`src/hdl/fcvtPkg.sv`:
```
// *********************************************************************
// fcvt package
// Conversion opcodes, operand classes, IEEE format constants and the
// integer-indefinite results shared by the float to integer unit.
// *********************************************************************

`default_nettype none

package fcvtPkg;

  // *******************************************************************
  // opcodes and operand classes
  // *******************************************************************

  // the four supported conversions.
  // Sng/Dbl names the source format, W/L names the 32/64-bit target.
  typedef enum logic [1:0] {
    cvtSngToW = 2'd0,
    cvtSngToL = 2'd1,
    cvtDblToW = 2'd2,
    cvtDblToL = 2'd3
  } cvtOp;

  // operand class after unpacking.
  // clsZero also covers every magnitude below one.
  typedef enum logic [1:0] {
    clsZero    = 2'd0,
    clsNormal  = 2'd1,
    clsSpecial = 2'd2
  } cvtClass;

  // *******************************************************************
  // format constants
  // *******************************************************************

  // signed unbiased exponent, wide enough for the double range.
  parameter int expWidth = 12;

  // exponent biases of the IEEE single and double formats.
  parameter int sngBias = 127;
  parameter int dblBias = 1023;

  // *******************************************************************
  // integer-indefinite results
  // *******************************************************************

  // only the sign bit of the target width set.
  parameter logic [31:0] indefW = 32'h8000_0000;
  parameter logic [63:0] indefL = 64'h8000_0000_0000_0000;

endpackage

`default_nettype wire

```
`src/hdl/fcvtOperandIf.sv`:
```
// *********************************************************************
// fcvt operand interface
// One unpacked operand travelling from the unpacker to the aligner.
// *********************************************************************

`timescale 1ns/10ps
`default_nettype none

interface fcvtOperandIf;

  logic                                 sign;
  logic signed [fcvtPkg::expWidth-1:0]  exponent;
  // leading one sits at bit 63.
  logic [63:0]                          mant;
  logic                                 is32;
  fcvtPkg::cvtClass                     cls;

  modport src (
    output sign, exponent, mant, is32, cls
  );

  modport dst (
    input sign, exponent, mant, is32, cls
  );

endinterface

`default_nettype wire

```
`src/hdl/fcvtAlign.sv`:
```
// *********************************************************************
// fcvt aligner
// Two-stage shifter for the float to integer unit. Stage 1 does the
// range check and a byte shift, stage 2 the bit shift, the negation
// and the final result selection.
// *********************************************************************

`timescale 1ns/10ps
`default_nettype none

module fcvtAlign (
  input  logic          clk,
  input  logic          rst,
  input  logic          en,
  fcvtOperandIf.dst     opnd,
  output logic [63:0]   res,
  output logic          invalid
);

  logic signed [fcvtPkg::expWidth-1:0] limit;
  logic signed [fcvtPkg::expWidth-1:0] shFull;
  logic [5:0]  shAmt;
  logic        tailZero;
  logic        outOfRange;
  logic [63:0] coarse;

  // stage 1 registers.
  logic [63:0]      coarseQ;
  logic [2:0]       fineShQ;
  logic             signQ;
  logic             is32Q;
  logic             oorQ;
  fcvtPkg::cvtClass clsQ;

  logic [63:0] fine;
  logic [63:0] signedVal;
  logic [63:0] resNext;
  logic        invNext;

  // *******************************************************************
  // stage 1: range check and byte shift
  // *******************************************************************

  assign limit = opnd.is32 ? 12'sd31 : 12'sd63;

  // bits that survive truncation below the leading one.
  assign tailZero = opnd.is32 ? (opnd.mant[62:32] == 31'b0) : (opnd.mant[62:0] == 63'b0);

  // at the limit only the most negative value fits.
  assign outOfRange = (opnd.exponent > limit) ||
                      ((opnd.exponent == limit) && !(opnd.sign && tailZero));

  // distance of the leading one from the integer lsb.
  // Only meaningful for exponents 0..63, everything else is caught by
  // the class or the range check.
  assign shFull = 12'sd63 - opnd.exponent;
  assign shAmt  = shFull[5:0];

  assign coarse = opnd.mant >> {shAmt[5:3], 3'b000};

  always_ff @(posedge clk) begin
    if (rst) begin
      clsQ <= fcvtPkg::clsZero;
    end else if (en) begin
      clsQ <= opnd.cls;
    end
  end

  always_ff @(posedge clk) begin
    if (en) begin
      coarseQ <= coarse;
      fineShQ <= shAmt[2:0];
      signQ   <= opnd.sign;
      is32Q   <= opnd.is32;
      oorQ    <= outOfRange;
    end
  end

  // *******************************************************************
  // stage 2: bit shift, negate, select
  // *******************************************************************

  assign fine      = coarseQ >> fineShQ;
  assign signedVal = signQ ? (~fine + 64'd1) : fine;

  always_comb begin
    resNext = 64'b0;
    invNext = 1'b0;
    case (clsQ)
      fcvtPkg::clsSpecial: begin
        resNext = is32Q ? {32'b0, fcvtPkg::indefW} : fcvtPkg::indefL;
        invNext = 1'b1;
      end
      fcvtPkg::clsNormal: begin
        if (oorQ) begin
          resNext = is32Q ? {32'b0, fcvtPkg::indefW} : fcvtPkg::indefL;
          invNext = 1'b1;
        end else if (is32Q) begin
          // upper half of a 32-bit result is always zero.
          resNext = {32'b0, signedVal[31:0]};
        end else begin
          resNext = signedVal;
        end
      end
      default: begin
        resNext = 64'b0;
      end
    endcase
  end

  always_ff @(posedge clk) begin
    if (rst) begin
      invalid <= 1'b0;
    end else if (en) begin
      invalid <= invNext;
    end
  end

  always_ff @(posedge clk) begin
    if (en) begin
      res <= resNext;
    end
  end

  // *******************************************************************
  // assertions
  // *******************************************************************

  // class must be known once reset has been applied.
  clsKnown: assert property (@(posedge clk) disable iff (rst) !$isunknown(clsQ));

  // an invalid flag always comes with the indefinite value of some width.
  invalidIndef: assert property (@(posedge clk) disable iff (rst)
    invalid |-> ((res == {32'b0, fcvtPkg::indefW}) || (res == fcvtPkg::indefL)));

endmodule

`default_nettype wire

```
`src/hdl/fcvtTop.sv`:
```
// *********************************************************************
// fcvt top level
// Float to integer conversion unit with valid/ready ports. Tracks the
// two pipeline stages and stalls both under output back-pressure.
// *********************************************************************

`timescale 1ns/10ps
`default_nettype none

module fcvtTop (
  input  logic            clk,
  input  logic            rst,
  input  logic            inValid,
  output logic            inReady,
  input  fcvtPkg::cvtOp   inOp,
  input  logic [63:0]     inData,
  output logic            outValid,
  input  logic            outReady,
  output logic [63:0]     outData,
  output logic            outInvalid
);

  logic advance;
  logic s1Valid;
  logic s2Valid;

  fcvtOperandIf opnd ();

  // *******************************************************************
  // pipeline control
  // *******************************************************************

  // the pipe moves when the output slot is free or being taken.
  assign advance = !s2Valid || outReady;
  assign inReady = advance;

  always_ff @(posedge clk) begin
    if (rst) begin
      s1Valid <= 1'b0;
      s2Valid <= 1'b0;
    end else if (advance) begin
      s1Valid <= inValid;
      s2Valid <= s1Valid;
    end
  end

  assign outValid = s2Valid;

  // *******************************************************************
  // datapath
  // *******************************************************************

  fcvtUnpack unpack (
    .op   (inOp),
    .data (inData),
    .opnd (opnd.src)
  );

  fcvtAlign align (
    .clk     (clk),
    .rst     (rst),
    .en      (advance),
    .opnd    (opnd.dst),
    .res     (outData),
    .invalid (outInvalid)
  );

  // held result must not move until it is taken.
  outHold: assert property (@(posedge clk) disable iff (rst)
    (outValid && !outReady) |=> $stable(outData));

endmodule

`default_nettype wire

```
`src/hdl/fcvtUnpack.sv`:
```
// *********************************************************************
// fcvt unpacker
// Splits a single or double operand into sign, unbiased exponent and a
// left-justified mantissa, and classifies it for the aligner.
// Purely combinational.
// *********************************************************************

`timescale 1ns/10ps
`default_nettype none

module fcvtUnpack (
  input  fcvtPkg::cvtOp   op,
  input  logic [63:0]     data,
  fcvtOperandIf.src       opnd
);

  logic        isDbl;
  logic [10:0] expField;
  logic [10:0] expBias;
  logic        expZero;
  logic        expOnes;
  logic signed [fcvtPkg::expWidth-1:0] unbiased;

  // *******************************************************************
  // opcode decode
  // *******************************************************************

  assign isDbl = (op == fcvtPkg::cvtDblToW) || (op == fcvtPkg::cvtDblToL);
  assign opnd.is32 = (op == fcvtPkg::cvtSngToW) || (op == fcvtPkg::cvtDblToW);

  // *******************************************************************
  // field selection
  // *******************************************************************

  // single operands live in the low word.
  always_comb begin
    if (isDbl) begin
      opnd.sign = data[63];
      expField  = data[62:52];
      expBias   = 11'(fcvtPkg::dblBias);
      expZero   = (data[62:52] == 11'h000);
      expOnes   = (data[62:52] == 11'h7ff);
      // hidden one on top, fraction below, zero fill.
      opnd.mant = {1'b1, data[51:0], 11'b0};
    end else begin
      opnd.sign = data[31];
      expField  = {3'b000, data[30:23]};
      expBias   = 11'(fcvtPkg::sngBias);
      expZero   = (data[30:23] == 8'h00);
      expOnes   = (data[30:23] == 8'hff);
      opnd.mant = {1'b1, data[22:0], 40'b0};
    end
  end

  // remove the bias.
  // Both operands are non-negative 11-bit values, so 12 signed bits hold
  // the difference for either format.
  assign unbiased = signed'({1'b0, expField}) - signed'({1'b0, expBias});
  assign opnd.exponent = unbiased;

  // *******************************************************************
  // classification
  // *******************************************************************

  // denormals and anything below one truncate to zero.
  always_comb begin
    if (expOnes) begin
      opnd.cls = fcvtPkg::clsSpecial;
    end else if (expZero || (unbiased < 0)) begin
      opnd.cls = fcvtPkg::clsZero;
    end else begin
      opnd.cls = fcvtPkg::clsNormal;
    end
  end

endmodule

`default_nettype wire

```
`config.mk`:
```
export PLATFORM = sky130hd
export DESIGN_NAME = fcvtTop
export DESIGN_NICKNAME = d
export VERILOG_FILES = /design/src/hdl/fcvtPkg.sv /design/src/hdl/fcvtOperandIf.sv /design/src/hdl/fcvtAlign.sv /design/src/hdl/fcvtTop.sv /design/src/hdl/fcvtUnpack.sv
export SDC_FILE = /design/constraint.sdc
export NUM_CORES = 1
export LEC_CHECK = 0
export CORE_MARGIN = 3
export CORE_UTILIZATION = 59
export CTS_CLUSTER_SIZE = 16
export DETAILED_ROUTE_END_ITERATION = 16
export DONT_BUFFER_PORTS = 1
export PLACE_DENSITY_LB_ADDON = 0.25
export SLEW_MARGIN = 40
export SYNTH_ARGS = -nofsm -noshare
export SYNTH_HDL_FRONTEND = slang
export SYNTH_SLANG_ARGS = --single-unit
```
`constraint.sdc`:
```
create_clock -name clk -period 4.3 [get_ports clk]
set_input_delay 0.645 -clock clk [delete_from_list [all_inputs] [get_ports clk]]
set_output_delay 0.645 -clock clk [all_outputs]
set_load 0.01 [all_outputs]
```
==> impl_metrics.tcl, run 1 <==
set metrics [dict create \
    ys_seq_area_share_pct 35.0 \
    power.total_mw 5.28 \
    fin_skew_ns 0.0152 \
    worstPathCellList "buf_12 -> mux4_2 -> a221oi_1 -> nand3_1 -> nor4bb_1 -> buf_4 -> nand2b_1 -> nor3_1 -> a21oi_1 -> o211a_1" \
    gr-usage-all-layers_pct 29.0 \
    hp-class "in -> reg" \
    final_cell_mix "nor2_1, edfxtp_1, mux2i_1" \
    num_vias 9789 \
    ctsHoldBuffers 0 \
    yosys.area_share.simple_pct 17.6 \
    crit_path_start_kind "flop" \
    power_density_nw_per_um2 423 \
    finalHoldViolCount 0 \
    fmax_ghz 0.248 \
    final_cell_area_um2 12500 \
    final_util_pct 63.9 \
    post_cts_resize_count 0 \
    avgRoutedWirePerCell_um 21.7 \
    layout_setup_ws_ns 0.274 \
    dr.pass1.iters 6 \
    path_max_fanout 88 \
    setup_viol_count_final 0 \
    vdd_ir_drop_max_mv 0.214 \
    synth.distinct_cells 82 \
    synth_top_family_by_area "multiplexers" \
    worstPathRequired_ns 4.47 \
    leakage_nw 4.74 \
    ys_async_sr_fraction_pct 0 \
    initial_core_util_pct 60.3 \
    placed_cell_area_um2 11900 \
    yosys_warnings 0 \
    worstSetupPathType "reg -> reg" \
    layout_commonest_cell "nor2_1" \
    die_y_um 147 \
    numCtsBuffers 17 \
    cts_tree "built" \
    grt_pass1_wl_mm 50.2 \
    placement_rows 51 \
    antenna_left 0 \
    synthAdderAreaFrac_pct 0.638 \
    fin_nets 1258 \
    rsz0062_at_grt "no" \
    coreArea_um2 19500 \
    grt-ovfl-total 0 \
    post-cts-setup-buffer-count 0 \
    drcViolationCount 0 \
    synth_compound_area_share_pct 15.6 \
    synth.area.top_cells "edfxtp_1, mux2i_1, mux4_2" \
    cap_violations 0 \
    die_x_um 147 \
    dp_hpwl_mm 23.4 \
    synth-edff-count 134 \
    synth_nets 1312 \
    clock_sinks 139 \
    gp_congestion 0.965 \
    ff2ff_setup_slack_ns 0.27 \
    antenna_found_initial 0 \
    grt_pass1_vias 8855 \
    dr.first_iter.drc_count 1150 \
    status "finished, final reports clean" \
    finalMaxSlewViolations 0 \
    wirelength_mm 31.7 \
    end_kind "flop" \
    io_buffers 0 \
    num_io_pins 137 \
    tightestPinTransition_ns 0.838 \
    period_minus_slack_ns 4.03 \
    synth_top_cell_by_area "edfxtp_1" \
    clockRootBuffer "clkbuf_16" \
    h-tree-depth 4 \
    synth_area_um2 11800 \
    synth_xor_area_share_pct 4.39 \
    viasPerCell 6.70 \
    syn_inst 1236 \
    area_growth_pct 5.99 \
    synth_mux_area_share_pct 22.1 \
    crit_path_top_delay_cell "mux4_2" \
    crit_arrival_ns 4.20 \
    clk_path_buf_depth 2 \
    dominantRegCellSynth "edfxtp_1" \
    syn_avg_cell_area_um2 9.52 \
    antenna_cells 0 \
    drive_gt1_share_pct 14.8 \
    clock_latency_ns 0.43 \
    clk_pin_slew_ns 0.07 \
    grt_max_degree 89 \
    pre_cts_slack_ns 0.419 \
    synth_seq_cells 139 \
    crit_path_max_incr_delay_ns 0.61 \
    dieArea_um2 21700 \
    final.setup.tns_ns 0 \
    slew_headroom_pct 44.1 \
    fin_crit_sh_pct 93.6 \
    synth.top_cell.area_share_pct 34.2 \
]
area by class of cell:
| class | instances | area [um2] |
|---|---|---|
| multi-input combinational | 984 | 7160 |
| fill | 1635 | 7060 |
| sequential | 139 | 4120 |
| clock buffer | 17 | 425 |
| tap | 265 | 332 |
| timing repair buffer | 20 | 200 |
| clock inverter | 15 | 150 |
| inverter | 20 | 80.1 |
sequential cells by signal (all words and copies together) (netlist names), 2 cells and up:
signal         flops
align.res         64
align.fineShQ      3
align.clsQ         2
align.coarseQ     64
critical path: cells and delay by family (launching register included):
| family | cells | cell delay (ns) |
|---|---|---|
| AOI/OAI and AO/OA | 3 | 0.61 |
| buffers and inverters | 2 | 0.70 |
| DFF | 1 | 0.45 |
| muxes | 1 | 0.61 |
| and+or+nand+nor | 4 | 1.36 |
per-layer routing:
layer	global-route usage [%]	up-vias	wire (um)
met3	5.21	51	2510
li1	-	4588	-
met2	43.3	514	13900
met4	8.90	0	770
met5	0	-	0
met1	43.5	4636	14500
worst paths after layout:
kind | start | end | cells after the start
hold reg to reg | s1Valid$_SDFFE_PP0P_ | s1Valid$_SDFFE_PP0P_ | 2
setup reg to reg | align.fineShQ[1]$_DFFE_PP_ | align.res[63]$_SDFFCE_PN0P_ | 10
setup / recovery | align.fineShQ[1]$_DFFE_PP_ | align.res[63]$_SDFFCE_PN0P_ | 10
hold / removal | rst | align.invalid$_SDFFE_PP0P_ | 1
synthesized netlist by cell type, types with 25 or more instances:
cell	n
o21ai_0	63
a21oi_1	80
xnor2_1	42
mux4_2	40
nand2_1	110
nor2_1	164
nor3_1	43
mux2i_1	113
nand3_1	25
edfxtp_1	134
mux2_2	47
clkbuf_1	52
cells by family (layout without fill, tap and decap cells):
kind of cell,after synthesis,after routing
adders and majority gates,6,6
buffers and inverters,113,72
and+or+nand+nor,438,438
xor gates and xnor gates,59,59
DFF,139,139
muxes,203,203
AOI/OAI and AO/OA,278,278
report_power, final:
group          internal, mW  total [mW]  switching [mW]
logic                 0.843        2.03            1.19
clock network         0.771        1.41           0.641
registers              1.66        1.83           0.175
total                  3.27        5.28            2.01
metrics by stage:
stage / std cells / hold WS (ns)
floorplan: 1236 / 0.426
global placement: 1428 / 0.432
detailed placement: 1428 / 0.445
CTS: 1460 / 0.259
global route: 1460 / 0.256
finish: 1460 / 0.277
Note: power is estimated with default switching activity, not from simulation.
==> run 2, diff against run 1 <==
Settings changed: CORE_UTILIZATION 59 to 52.
==> run 2 against run 1 <==
Maximum frequency is 7.3% higher; first-iteration DRC count fell by 11%; power is 0.74% higher; core utilization is 6.7 points lower; die area up 13%; register-to-register slack gained 0.27 ns; final cell count up 1.9%; clock power is essentially flat; critical path depth fell by 1; sequential power barely moved; largest cell class unchanged.
==> impl_metrics.tcl, run 2 (synthesis gave the netlist of run 1 again) <==
set metrics [dict create \
    status "finished, final reports clean" \
    num_vias 9678 \
    layout_commonest_cell "nor2_1" \
    tightestPinTransition_ns 0.832 \
    ff2ff_setup_slack_ns 0.55 \
    area_growth_pct 7.06 \
    clk_pin_slew_ns 0.06 \
    slew_headroom_pct 43.0 \
    ff2ff_path_depth 9 \
    grt_pass1_wl_mm 50.5 \
    coreArea_um2 22000 \
    hp-class "in -> reg" \
    end_kind "flop" \
    switchingPower_mw 1.94 \
    rsz0062_at_grt "no" \
    grt_pass1_vias 8777 \
    crit_path_top_delay_cell "edfxtp_1" \
    worstPathRequired_ns 4.46 \
    clockPowerShare_pct 26.8 \
    dr.first_iter.drc_count 1025 \
    power_density_nw_per_um2 422 \
    finalMaxSlewViolations 0 \
    vdd_ir_drop_max_mv 0.297 \
    antenna_cells 0 \
    p_int_mw 3.37 \
    final.setup.tns_ns 0 \
    whs_path_depth 1 \
    rr_startpoint "align.fineShQ[0]$_DFFE_PP_" \
    leakage_nw 4.80 \
    ctsHoldBuffers 0 \
    hold_end "align.clsQ[0]$_SDFFE_PP0P_" \
    period_minus_slack_ns 3.75 \
    fmax_ghz 0.266 \
    drt-met1-wl_mm 15.1 \
    setup_viol_count_final 0 \
    power.total_mw 5.32 \
    post_cts_resize_count 0 \
    crit_path_max_incr_delay_ns 0.82 \
    dr.pass1.iters 7 \
    drive_gt1_share_pct 15.6 \
    clk_path_buf_depth 2 \
    crit_arrival_ns 3.92 \
    cp_num_buf_inv 2 \
    initial_core_util_pct 53.4 \
    fin_nets 1271 \
    finalHoldViolCount 0 \
    fin_crit_sh_pct 87.3 \
    hold_start "rst" \
    dp_hpwl_mm 24.3 \
    wl_met3_mm 2.56 \
    die_y_um 156 \
    top_layer_used "met4" \
    gp_congestion 0.937 \
    cts_tree "built" \
    grt-ovfl-total 0 \
    clockRootBuffer "clkbuf_16" \
    worstSetupPathType "reg -> reg" \
    top_regs "align.coarseQ (64), align.res (64), align.fineShQ (3)" \
    p_seq_share_pct 34.6 \
    crit_family "compound AO/OA/AOI/OAI gates" \
    numCtsBuffers 17 \
    holdWs_ns 0.277 \
    viasPerCell 6.50 \
    dieArea_um2 24500 \
    clock_latency_ns 0.43 \
    crit_path_start_kind "flop" \
    avgRoutedWirePerCell_um 21.6 \
    final_cell_mix "nor2_1, edfxtp_1, mux2i_1" \
    placement_rows 54 \
    sw_frac_of_total_pct 36.5 \
    antenna_found_initial 0 \
    num_io_pins 137 \
    cap_violations 0 \
    post-cts-setup-buffer-count 0 \
    p_comb_share_pct 38.6 \
    gr-usage-all-layers_pct 26.1 \
    h-tree-depth 4 \
    die_x_um 156 \
    drcViolationCount 0 \
    worstPathCellList "inv_2 -> buf_12 -> a2111oi_0 -> o311ai_1 -> nor3b_2 -> nand2_2 -> o31ai_1 -> xor2_1 -> o21ai_0" \
    antenna_left 0 \
    clock_sinks 139 \
    io_buffers 0 \
    grt_max_degree 88 \
    startpoint "align.fineShQ[0]$_DFFE_PP_" \
    path_max_fanout 24 \
    wl_met2_mm 13.8 \
    wirelength_mm 32.1 \
    fin_skew_ns 0.0147 \
    r2r_end "align.res[31]$_SDFFCE_PN0P_" \
]
[run 2: how the worst max path moves through the flow]
| stage | slack [ns] | end | depth (start not counted) |
|---|---|---|---|
| floorplan | 0.14 | inReady | 3 |
| global placement | 0.64 | align.res[31]$_SDFFCE_PN0P_ | 9 |
| detailed placement | 0.55 | align.res[31]$_SDFFCE_PN0P_ | 9 |
| CTS | 0.55 | align.res[31]$_SDFFCE_PN0P_ | 9 |
| global route | 0.22 | align.res[63]$_SDFFCE_PN0P_ | 9 |
| finish | 0.55 | align.res[31]$_SDFFCE_PN0P_ | 9 |
[run 2: metrics by stage]
stage	instances	setup WS, ns	instance area (um2)	util, %
after floorplan	1236	0.142	11800	-
after global placement	1456	0.640	12000	54.5
after detailed placement	1456	0.550	12000	54.6
after CTS	1488	0.554	12600	57.2
after global routing	1488	0.223	12600	57.2
final	1488	0.547	12600	57.2
[run 2: layout make-up]
class | instances | area (um2)
Sequential cell | 139 | 4120
Clock inverter | 14 | 148
Clock buffer | 18 | 429
Fill cell | 1925 | 9430
Timing Repair Buffer | 33 | 298
Tap cell | 280 | 350
Inverter | 20 | 80.1
Multi-Input combinational cell | 984 | 7170
[run 2: power groups by stage]
stage	registers [mW]	clock network (mW)	logic, mW
global route	1.86	1.50	2.24
CTS	1.84	1.45	2.02
floorplan	1.78	0	1.64
detailed placement	1.86	0	2.01
global placement	1.86	0	2.00
finish	1.84	1.43	2.05
[run 2: per-layer routing]
metal  vias to the layer above  global-route usage [%]
li1                       4605                       -
met3                        44                    4.09
met1                      4542                    40.3
met4                         0                    7.38
met5                         -                       0
met2                       487                    37.9
